$ cat config.mk
export PLATFORM = sky130hd
export DESIGN_NAME = dnn_wr_path
export DESIGN_NICKNAME = d
export VERILOG_FILES = /design/src/logic/wr_path_cfg_pkg.sv /design/src/logic/mem_req_pkg.sv /design/src/logic/burst_sequencer.sv /design/src/logic/dnn_wr_path.sv /design/src/logic/req_fifo.sv
export SDC_FILE = /design/constraint.sdc
export NUM_CORES = 1
export LEC_CHECK = 0
export ABC_AREA = 1
export BUFFER_PORTS_ARGS = -buffer_cell sky130_fd_sc_hd__clkbuf_2
export CAP_MARGIN = 5
export CORE_ASPECT_RATIO = 1.1
export CORE_MARGIN = 2
export CORE_UTILIZATION = 60
export DETAILED_ROUTE_END_ITERATION = 16
export PLACE_DENSITY = 0.8
export SLEW_MARGIN = 20
export SYNTH_ARGS = -nofsm -noshare
export SYNTH_HDL_FRONTEND = slang
export SYNTH_SLANG_ARGS = --single-unit
$ cat constraint.sdc
create_clock -name clk -period 11.05 [get_ports clk]
set_input_delay 1.6575 -clock clk [delete_from_list [all_inputs] [get_ports clk]]
set_output_delay 1.6575 -clock clk [all_outputs]
set_load 0.01 [all_outputs]
$ cat src/logic/wr_path_cfg_pkg.sv
// sizing for a 2-PU write path; beat size is fixed at 8 bytes and queue depths must be powers of two
`default_nettype none

package wr_path_cfg_pkg;

  // processing units, one output buffer each
  localparam int num_pu = 2;
  localparam int pu_id_w = $clog2(num_pu) + 1; // one spare bit, as the host bus carries it

  // data and address widths
  localparam int data_w = 64;     // one beat of output buffer data
  localparam int addr_w = 32;     // host side byte address
  localparam int mem_addr_w = 64; // memory request address, zero extended

  // a beat moves this many bytes; address step and request size both use it
  localparam int beat_bytes = 8;

  localparam int size_w = 10; // beat count field, up to 1023 beats per command

  // queue depths as log2
  localparam int macro_q_log_depth = 2; // 4 pending host commands
  localparam int req_q_log_depth = 3;   // 8 requests waiting for grant

endpackage

`default_nettype wire

$ cat src/logic/mem_req_pkg.sv
// command and request formats; the memory side decodes op, addr, data and size in this bit order
`default_nettype none

package mem_req_pkg;

  import wr_path_cfg_pkg::*;

  // memory opcode, this path only ever issues write
  typedef enum logic {
    read  = 1'b0,
    write = 1'b1
  } mem_op_e;

  // host macro write command, also the macro queue entry
  typedef struct packed {
    logic [addr_w-1:0]  addr;  // byte address of first beat
    logic [size_w-1:0]  beats; // number of 8 byte beats, zero allowed
    logic [pu_id_w-1:0] pu_id; // owning PU, selects the output buffer
  } macro_cmd_t;

  // single beat memory request, also the output queue entry
  typedef struct packed {
    mem_op_e               op;
    logic [mem_addr_w-1:0] addr; // upper bits zero
    logic [data_w-1:0]     data;
    logic [size_w-1:0]     size; // bytes in this request
  } mem_req_t;

  // head words of all output buffers, index = PU id
  typedef logic [num_pu-1:0][data_w-1:0] pu_data_t;

  // sequencer FSM
  typedef enum logic {
    idle   = 1'b0,
    active = 1'b1
  } seq_state_e;

endpackage

`default_nettype wire

$ cat src/logic/burst_sequencer.sv
// one command at a time, one beat per cycle at most; a pu_id with no buffer stalls the command forever
`default_nettype none

module burst_sequencer
  import wr_path_cfg_pkg::*, mem_req_pkg::*;
(
  input  logic              clk,
  input  logic              rst,
  input  logic              cmd_valid,    // macro queue not empty
  input  macro_cmd_t        cmd,          // macro queue head
  output logic              cmd_take,     // pops the macro queue
  input  logic [num_pu-1:0] outbuf_empty,
  input  pu_data_t          outbuf_data,
  output logic [num_pu-1:0] outbuf_pop,
  input  logic              req_q_full,
  output logic              beat_push,
  output mem_req_t          beat,
  output logic              busy,
  output logic              wr_done       // one cycle after the last beat
);

  seq_state_e state;
  seq_state_e state_next;

  // command being split, loaded on cmd_take
  logic [addr_w-1:0]  cur_addr;
  logic [size_w-1:0]  beats_left;
  logic [pu_id_w-1:0] pu_id;

  logic              sel_empty; // owning buffer status
  logic [data_w-1:0] sel_data;  // owning buffer head word
  logic              take;      // a beat moves this cycle
  logic              last_beat;
  logic              done_next;

  // pick the owning buffer
  always_comb begin
    sel_empty = 1'b1; // no match means nothing to drain
    sel_data  = '0;
    for (int p = 0; p < num_pu; p++) begin
      if (pu_id == pu_id_w'(p)) begin
        sel_empty = outbuf_empty[p];
        sel_data  = outbuf_data[p];
      end
    end
  end

  // a beat needs data on the buffer side and room in the output queue
  assign take = (state == active) && (beats_left != '0) && !sel_empty && !req_q_full;
  assign last_beat = (beats_left == size_w'(1));

  // zero beat commands finish after one active cycle
  assign done_next = (state == active) && ((beats_left == '0) || (take && last_beat));

  assign cmd_take = (state == idle) && cmd_valid; // same cycle accept
  assign busy = (state == active);
  assign beat_push = take;

  // pop only the owning buffer, together with the push
  always_comb begin
    for (int p = 0; p < num_pu; p++) begin
      outbuf_pop[p] = take && (pu_id == pu_id_w'(p));
    end
  end

  // request word, only meaningful with beat_push
  assign beat = '{
    op:   write,
    addr: mem_addr_w'(cur_addr), // zero extend to memory width
    data: sel_data,
    size: size_w'(beat_bytes)
  };

  always_comb begin
    state_next = state;
    case (state)
      idle:    if (cmd_valid) state_next = active;
      active:  if (done_next) state_next = idle;
      default: state_next = idle;
    endcase
  end

  always_ff @(posedge clk) begin
    if (rst) begin
      state   <= idle;
      wr_done <= 1'b0;
    end else begin
      state   <= state_next;
      wr_done <= done_next; // registered pulse
    end
  end

  // address and count held under back-pressure
  always_ff @(posedge clk) begin
    if (cmd_take) begin
      cur_addr   <= cmd.addr;
      beats_left <= cmd.beats;
      pu_id      <= cmd.pu_id;
    end else if (take) begin
      cur_addr   <= cur_addr + addr_w'(beat_bytes);
      beats_left <= beats_left - 1'b1;
    end
  end

endmodule

`default_nettype wire

$ cat src/logic/dnn_wr_path.sv
// host raises wr_req only while wr_ready; req holds until granted; first req_valid comes 3+ cycles later
`default_nettype none

module dnn_wr_path
  import wr_path_cfg_pkg::*, mem_req_pkg::*;
(
  input  logic              clk,
  input  logic              rst,
  input  logic              wr_req,       // one cycle strobe
  input  macro_cmd_t        wr_cmd,
  output logic              wr_ready,     // all queues drained, sequencer idle
  output logic              wr_done,
  input  logic [num_pu-1:0] outbuf_empty,
  input  pu_data_t          outbuf_data,
  output logic [num_pu-1:0] outbuf_pop,
  output logic              req_valid,
  output mem_req_t          req,
  input  logic              req_grant
);

  logic       macro_full;
  logic       macro_empty;
  macro_cmd_t cmd;       // macro queue head
  logic       cmd_take;
  logic       beat_push;
  mem_req_t   beat;
  logic       req_q_full;
  logic       req_q_empty;
  logic       busy;

  // host commands wait here until the sequencer is free
  req_fifo #(
    .width     ($bits(macro_cmd_t)),
    .log_depth (macro_q_log_depth)
  ) u_macro_q (
    .clk   (clk),
    .rst   (rst),
    .push  (wr_req && !macro_full),
    .din   (wr_cmd),
    .pop   (cmd_take),
    .dout  (cmd),
    .full  (macro_full),
    .empty (macro_empty)
  );

  burst_sequencer u_seq (
    .clk          (clk),
    .rst          (rst),
    .cmd_valid    (!macro_empty),
    .cmd          (cmd),
    .cmd_take     (cmd_take),
    .outbuf_empty (outbuf_empty),
    .outbuf_data  (outbuf_data),
    .outbuf_pop   (outbuf_pop),
    .req_q_full   (req_q_full),
    .beat_push    (beat_push),
    .beat         (beat),
    .busy         (busy),
    .wr_done      (wr_done)
  );

  // per-beat requests drain under valid/grant
  req_fifo #(
    .width     ($bits(mem_req_t)),
    .log_depth (req_q_log_depth)
  ) u_req_q (
    .clk   (clk),
    .rst   (rst),
    .push  (beat_push),
    .din   (beat),
    .pop   (req_valid && req_grant), // transfer on valid and grant
    .dout  (req),
    .full  (req_q_full),
    .empty (req_q_empty)
  );

  assign req_valid = !req_q_empty;
  assign wr_ready = macro_empty && req_q_empty && !busy; // drops the cycle after wr_req

endmodule

`default_nettype wire

$ cat src/logic/req_fifo.sv
// show-ahead queue; push while full and pop while empty are dropped, and dout is undefined when empty
`default_nettype none

module req_fifo #(
  parameter int width = 8,
  parameter int log_depth = 2
) (
  input  logic             clk,
  input  logic             rst,
  input  logic             push,
  input  logic [width-1:0] din,
  input  logic             pop,
  output logic [width-1:0] dout,
  output logic             full,
  output logic             empty
);

  logic [width-1:0] mem [1 << log_depth]; // storage, payload only

  logic [log_depth-1:0] wr_ptr; // wraps naturally at depth
  logic [log_depth-1:0] rd_ptr;
  logic [log_depth:0] count;      // one extra bit to hold depth itself
  logic [log_depth:0] count_next;
  logic do_push;
  logic do_pop;

  assign do_push = push && !full;  // guard against overrun
  assign do_pop = pop && !empty;   // and underrun
  assign dout = mem[rd_ptr];       // head visible without pop

  // occupancy after this edge
  always_comb begin
    case ({do_push, do_pop})
      2'b10:   count_next = count + 1'b1;
      2'b01:   count_next = count - 1'b1;
      default: count_next = count; // idle, or push and pop together
    endcase
  end

  always_ff @(posedge clk) begin
    if (do_push) begin
      mem[wr_ptr] <= din;
    end
  end

  always_ff @(posedge clk) begin
    if (rst) begin
      wr_ptr <= '0;
      rd_ptr <= '0;
      count  <= '0;
      full   <= 1'b0;
      empty  <= 1'b1;
    end else begin
      if (do_push) begin
        wr_ptr <= wr_ptr + 1'b1;
      end
      if (do_pop) begin
        rd_ptr <= rd_ptr + 1'b1;
      end
      count <= count_next;
      full  <= count_next[log_depth]; // msb set only at count == depth
      empty <= (count_next == '0);
    end
  end

endmodule

`default_nettype wire

Yosys cells after proc, flatten, opt, wreduce, memory -nomap -nowiden
Memories as Yosys holds them, arrays and structs flattened. A register that Yosys moved wholly into a read port is not among the register bits.
Cells that the tools add are included.
Widths: inputs -> output; s select.
{"block": "totals", "register_bits": 67, "memories": 2, "input_bits": 178, "mem_bits_rw": 944, "out_inout_bits": 144}
{"memory": "u_req_q.mem", "words": 8, "width": 96, "rd": 1, "rd_ports_with_merged_regs": 1, "wr": 1, "line": "req_fifo.sv:18", "text": "logic [width-1:0] mem [1 << log_depth];"}
{"memory": "u_macro_q.mem", "words": 4, "width": 44, "rd": 1, "rd_ports_with_merged_regs": 1, "wr": 1, "line": "req_fifo.sv:18"}
{"block": "classes", "eq_ne": 6, "bitwise": 1, "muxes": 21, "n_reduce_logical": 29, "add_sub_neg": 10}
{"operator": "$mux 64", "n": 2}
{"operator": "$mux 32", "n": 2}
{"operator": "$add 32x4->32 const B", "n": 1}
{"operator": "$mux 10", "n": 2}
{"operator": "$logic_and 1x1->1", "n": 16}
{"operator": "$eq 10x1->1 const B", "n": 1}
{"operator": "$logic_not 10->1", "n": 1}
{"operator": "$reduce_bool 10->1", "n": 1}
{"operator": "$sub 10x1->10 const B", "n": 1}
{"operator": "$add 3x1->3 const B", "n": 3}
{"operator": "$mux 1", "n": 8}
{"operator": "$pmux 4 s2", "n": 1}
{"operator": "$eq 2x1->1 const B", "n": 3}
{"operator": "$logic_not 1->1", "n": 6}
{"operator": "$mux 3", "n": 2}
{"operator": "$pmux 3 s2", "n": 1}
{"operator": "$add 2x1->2 const B", "n": 2}
{"operator": "$add 4x1->4 const B", "n": 1}
{"operator": "$eq 2x2->1 const B", "n": 2}
{"operator": "$logic_not 4->1", "n": 1}
{"operator": "$mux 2", "n": 2}
{"operator": "$sub 4x1->4 const B", "n": 1}
{"operator": "$logic_not 3->1", "n": 1}
{"operator": "$sub 3x1->3 const B", "n": 1}
{"operator": "other kinds (5)", "n": 5}

Depth between registers and ports, before layout
{"block": "depth", "depth_word": 11, "mapped_depth": 18}

Modules after synthesis
Synthesis repeated with hierarchy kept, for this count alone.
{"block": "unflattened", "cells_unflattened": 4282, "hier_area_um2": 54398.4}
{"mod": "req_fifo (u_req_q)", "n_inst": 1, "area_per_inst_um2": 43316.5, "cells_each": 3244}
{"mod": "req_fifo (u_macro_q)", "n_inst": 1, "area_per_inst_um2": 7089.3, "cells_each": 489}
{"mod": "burst_sequencer", "n_inst": 1, "area_per_inst_um2": 3962.6, "cells_each": 541}
{"mod": "dnn_wr_path", "n_inst": 1, "area_per_inst_um2": 30.0, "cells_each": 8}

Least setup slack after synthesis
No wires, ideal clock.
{"block": "synth_timing", "path_kind": "input-to-reg", "from": "input outbuf_empty[0]", "to": "memory u_req_q.mem[5][0] (netlist bit) (enable)", "arrival_ns": 8.786, "stages": 6, "n_path_buf": 1, "setup_slack_ns": 1.595, "setup_ns": 0.669, "path_cell_list": "inv_1 nand2_1 a21oi_1 nand2_1 buf_2 nor3_1"}
{"block": "synth_via", "elab_chain_cells": 8}
{"element": "start, declared", "line": "dnn_wr_path.sv:13", "text": "input logic [num_pu-1:0] outbuf_empty,"}
{"element": "$mux 1 (2 in series)", "line": "burst_sequencer.sv:41", "text": "if (pu_id == pu_id_w'(p)) begin"}
{"element": "$logic_not 1->1", "line": "burst_sequencer.sv:49", "text": "assign take = (state == active) && (beats_left != '0) && !sel_empty && !req_q_full;"}
{"element": "$logic_and 1x1->1 (2 in series)", "line": "burst_sequencer.sv:49"}
{"element": "$logic_and 1x1->1", "line": "req_fifo.sv:27", "text": "assign do_push = push && !full;"}
{"element": "$mux 1", "line": "req_fifo.sv:41", "text": "if (do_push) begin"}
{"element": "$mux 1 (implied by the code)", "line": "req_fifo.sv:42", "text": "mem[wr_ptr] <= din;"}
{"element": "end, declared", "line": "req_fifo.sv:18"}
Every way passes these cells.

==> reports/qor.yml <==
grt_overflow: 0
crit_path_max_incr_delay_ps: 890
die_area_um2: 70400
clkPwrFrac: 0.295
die_x_um: 253
worstMarginPinSlew_ps: 1040
clkTransAtPathRegs_ps: 60
dp_hpwl_um: 47000
grt_pass1_vias: 24900
switchingPower_uw: 3310
first_pass_iters: 6
ys_seq_area_frac: 0.737
hp-class: "register to register"
fin_skew_ps: 39.7
crit_path_start_kind: "register"
cp_slowest_cell: "buf_4"
p_per_area_nw_per_um2: 233
cts_resized: 0
clockBufferDepth: 3
yosysUniqueCellTypes: 29
syn_area_per_cell_um2: 12.6
fin_crit_ps: 5860
swShare: 0.310
synthToLayoutAreaGrowth_pct: 11.5
power.total_uw: 10700
comb_power_share: 0.224
antenna_left: 0
path_delay_family: "buffers and inverters"
htreeDepth: 3
cp_max_fo: 97
n_fill_cell: 4543
crit_top_cell: "buf_4"
ys_ff_latch: 1014
nets: 3665
cts_buffers: 95
outcome: "completed"
path_cells: "buf_4 -> buf_4 -> o21ai_0 -> o22ai_1 -> nor2_1 -> a31oi_1 -> clkbuf_2"
synthArstFlopShare: 0
multi_input_area_um2: 9460
ios: 322
clock_sinks: 1014
vias: 25900
finalHoldViolations: 0
cts_setup_buffers: 0
critPathCaptureType: "primary output"
cp.arrival_ps: 4200
setup_tns_ps: 0
max-slew-margin-rel: 0.307
start_util: 0.606
routedWlPerCell_um: 20.3
final_layout_size_suffix_gt1_frac: 0.133
maxCapViolCount: 0
core_area_um2: 67600
fmax_mhz: 171
leakage_uw: 0.0160
syn_area_um2: 40900
p_int_uw: 7350
final_common_cell: "edfxtp_1"
final_cell_mix: "988 x edfxtp_1, 822 x nor2_1, 336 x o21ai_0"
first_iter_violations: 2478
maxSlewViolCount: 0
grt_use_total: 0.253
synth_flop_cell: "edfxtp_1"
cts_tree: "yes"
drc_errors: 0
grt_pass1_wl_um: 136000
cp_num_buf_inv: 3
setup_viol: 0
peakVddDrop_mv: 0.240
rsz0062_at_grt: "false"
critical_path_class: "register to primary output"
synth_cells: 3262
portBuffers: 278
clk-insertion-delay-late_ps: 650
synth_edf_count: 988
die_h_um: 278
antenna_found_initial: 4
finalCritPeriodShare: 0.530
worstPathRequired_ps: 9390
rows: 100
clockRootBuffer: "clkbuf_16"
regArea_um2: 30200
ys_warn_count: 0
place_congestion: 0.825
post_drt_via_cell_ratio: 5.87
wl_um: 89500
grt_max_degree: 191
p_seq_frac: 0.481
cts_hold_buf: 0
## power by group through the flow
| stage | clock (µW) | combinational [µW] | sequential (µW) |
|---|---|---|---|
| 2_1_floorplan | 0 | 1730 | 5050 |
| 3_3_place_gp | 0 | 2310 | 5180 |
| 3_5_place_dp | 0 | 2380 | 5200 |
| 4_1_cts | 3180 | 2400 | 5120 |
| 5_1_grt | 3330 | 2660 | 5160 |
| 6_report | 3140 | 2390 | 5120 |
## area by class of cell
class / count / area share
Multi-Input combinational cell: 1986 / 0.207
Timing Repair Buffer: 316 / 0.0367
Tap cell: 867 / 0.0238
Antenna cell: 1 / 0.0000548
Clock inverter: 61 / 0.0111
Clock buffer: 113 / 0.0545
Inverter: 60 / 0.00532
Sequential cell: 1014 / 0.661
## cells by family (layout without fill, tap and decap cells)
kind of cell | Yosys count | in the layout | synth area share
XOR/XNOR | 20 | 20 | 0.00428
AO/OA/AOI/OAI | 815 | 815 | 0.113
AND/OR/NAND/NOR | 1094 | 1094 | 0.103
flip-flops | 1014 | 1014 | 0.737
buffers and inverters | 303 | 550 | 0.0380
adder cells (fa/ha/maj) | 14 | 14 | 0.00446
other | 2 | 44 | 0.000183
## layer usage
layer,track usage,wire length [µm],vias up,part of all wire
met5,0,27,-,0.00030
met4,0.102,3000,4,0.033
met3,0.0444,6720,184,0.075
met2,0.428,44800,950,0.50
met1,0.326,35000,12600,0.39
li1,-,-,12200,-
## synth_stat cells (26+ instances only)
cell type | n | area, µm²
a21oi_1 | 33 | 165
edfxtp_1 | 988 | 29700
nor2_1 | 833 | 3130
inv_1 | 58 | 218
clkbuf_1 | 117 | 439
nand3_1 | 32 | 160
nand2_1 | 207 | 777
a31oi_1 | 101 | 632
dfxtp_1 | 26 | 521
buf_4 | 60 | 450
o21ai_1 | 151 | 756
o21ai_0 | 336 | 1680
o22ai_1 | 123 | 769
a22o_1 | 64 | 561
## worst min-delay path: stages (launching register included)
cell,delay (ps)
dfxtp_1,330
nand2_1,70
a21oi_1,50
## path summary, 6_finish.rpt
path	start	to	slack [ps]	depth (start not counted)
hold reg to reg	u_req_q.wr_ptr[0]	u_req_q.wr_ptr[0]	490	2
hold / removal	u_req_q.wr_ptr[0]	u_req_q.wr_ptr[0]	490	2
setup / recovery	register	req[51]	5190	7
setup reg to reg	u_seq.pu_id[1]	u_req_q.mem[1][63]	6470	8
## flip-flops by register name (all words and copies together) (netlist names), named ones only
name              count
u_macro_q.count       3
u_macro_q.empty       1
u_macro_q.mem       176
u_macro_q.rd_ptr      2
u_macro_q.wr_ptr      2
u_req_q.count         3
u_req_q.empty         1
u_req_q.full          1
u_req_q.mem         768
u_req_q.rd_ptr        3
u_req_q.wr_ptr        3
u_seq.beats_left     10
u_seq.busy            1
u_seq.cur_addr       32
u_seq.pu_id           2
u_seq.wr_done         1
## through the flow
stage	setup slack (ps)	instance area, µm²	std cells	util	hold slack (ps)
floorplan	1600	41100	3303	-	433
global placement	5860	42700	4243	0.631	446
detailed placement	5850	42700	4243	0.631	464
CTS	5170	45700	4417	0.676	491
global route	4860	45700	4418	0.676	511
finish	5190	45700	4418	0.676	489
Note: power is estimated with default switching activity, not from simulation.
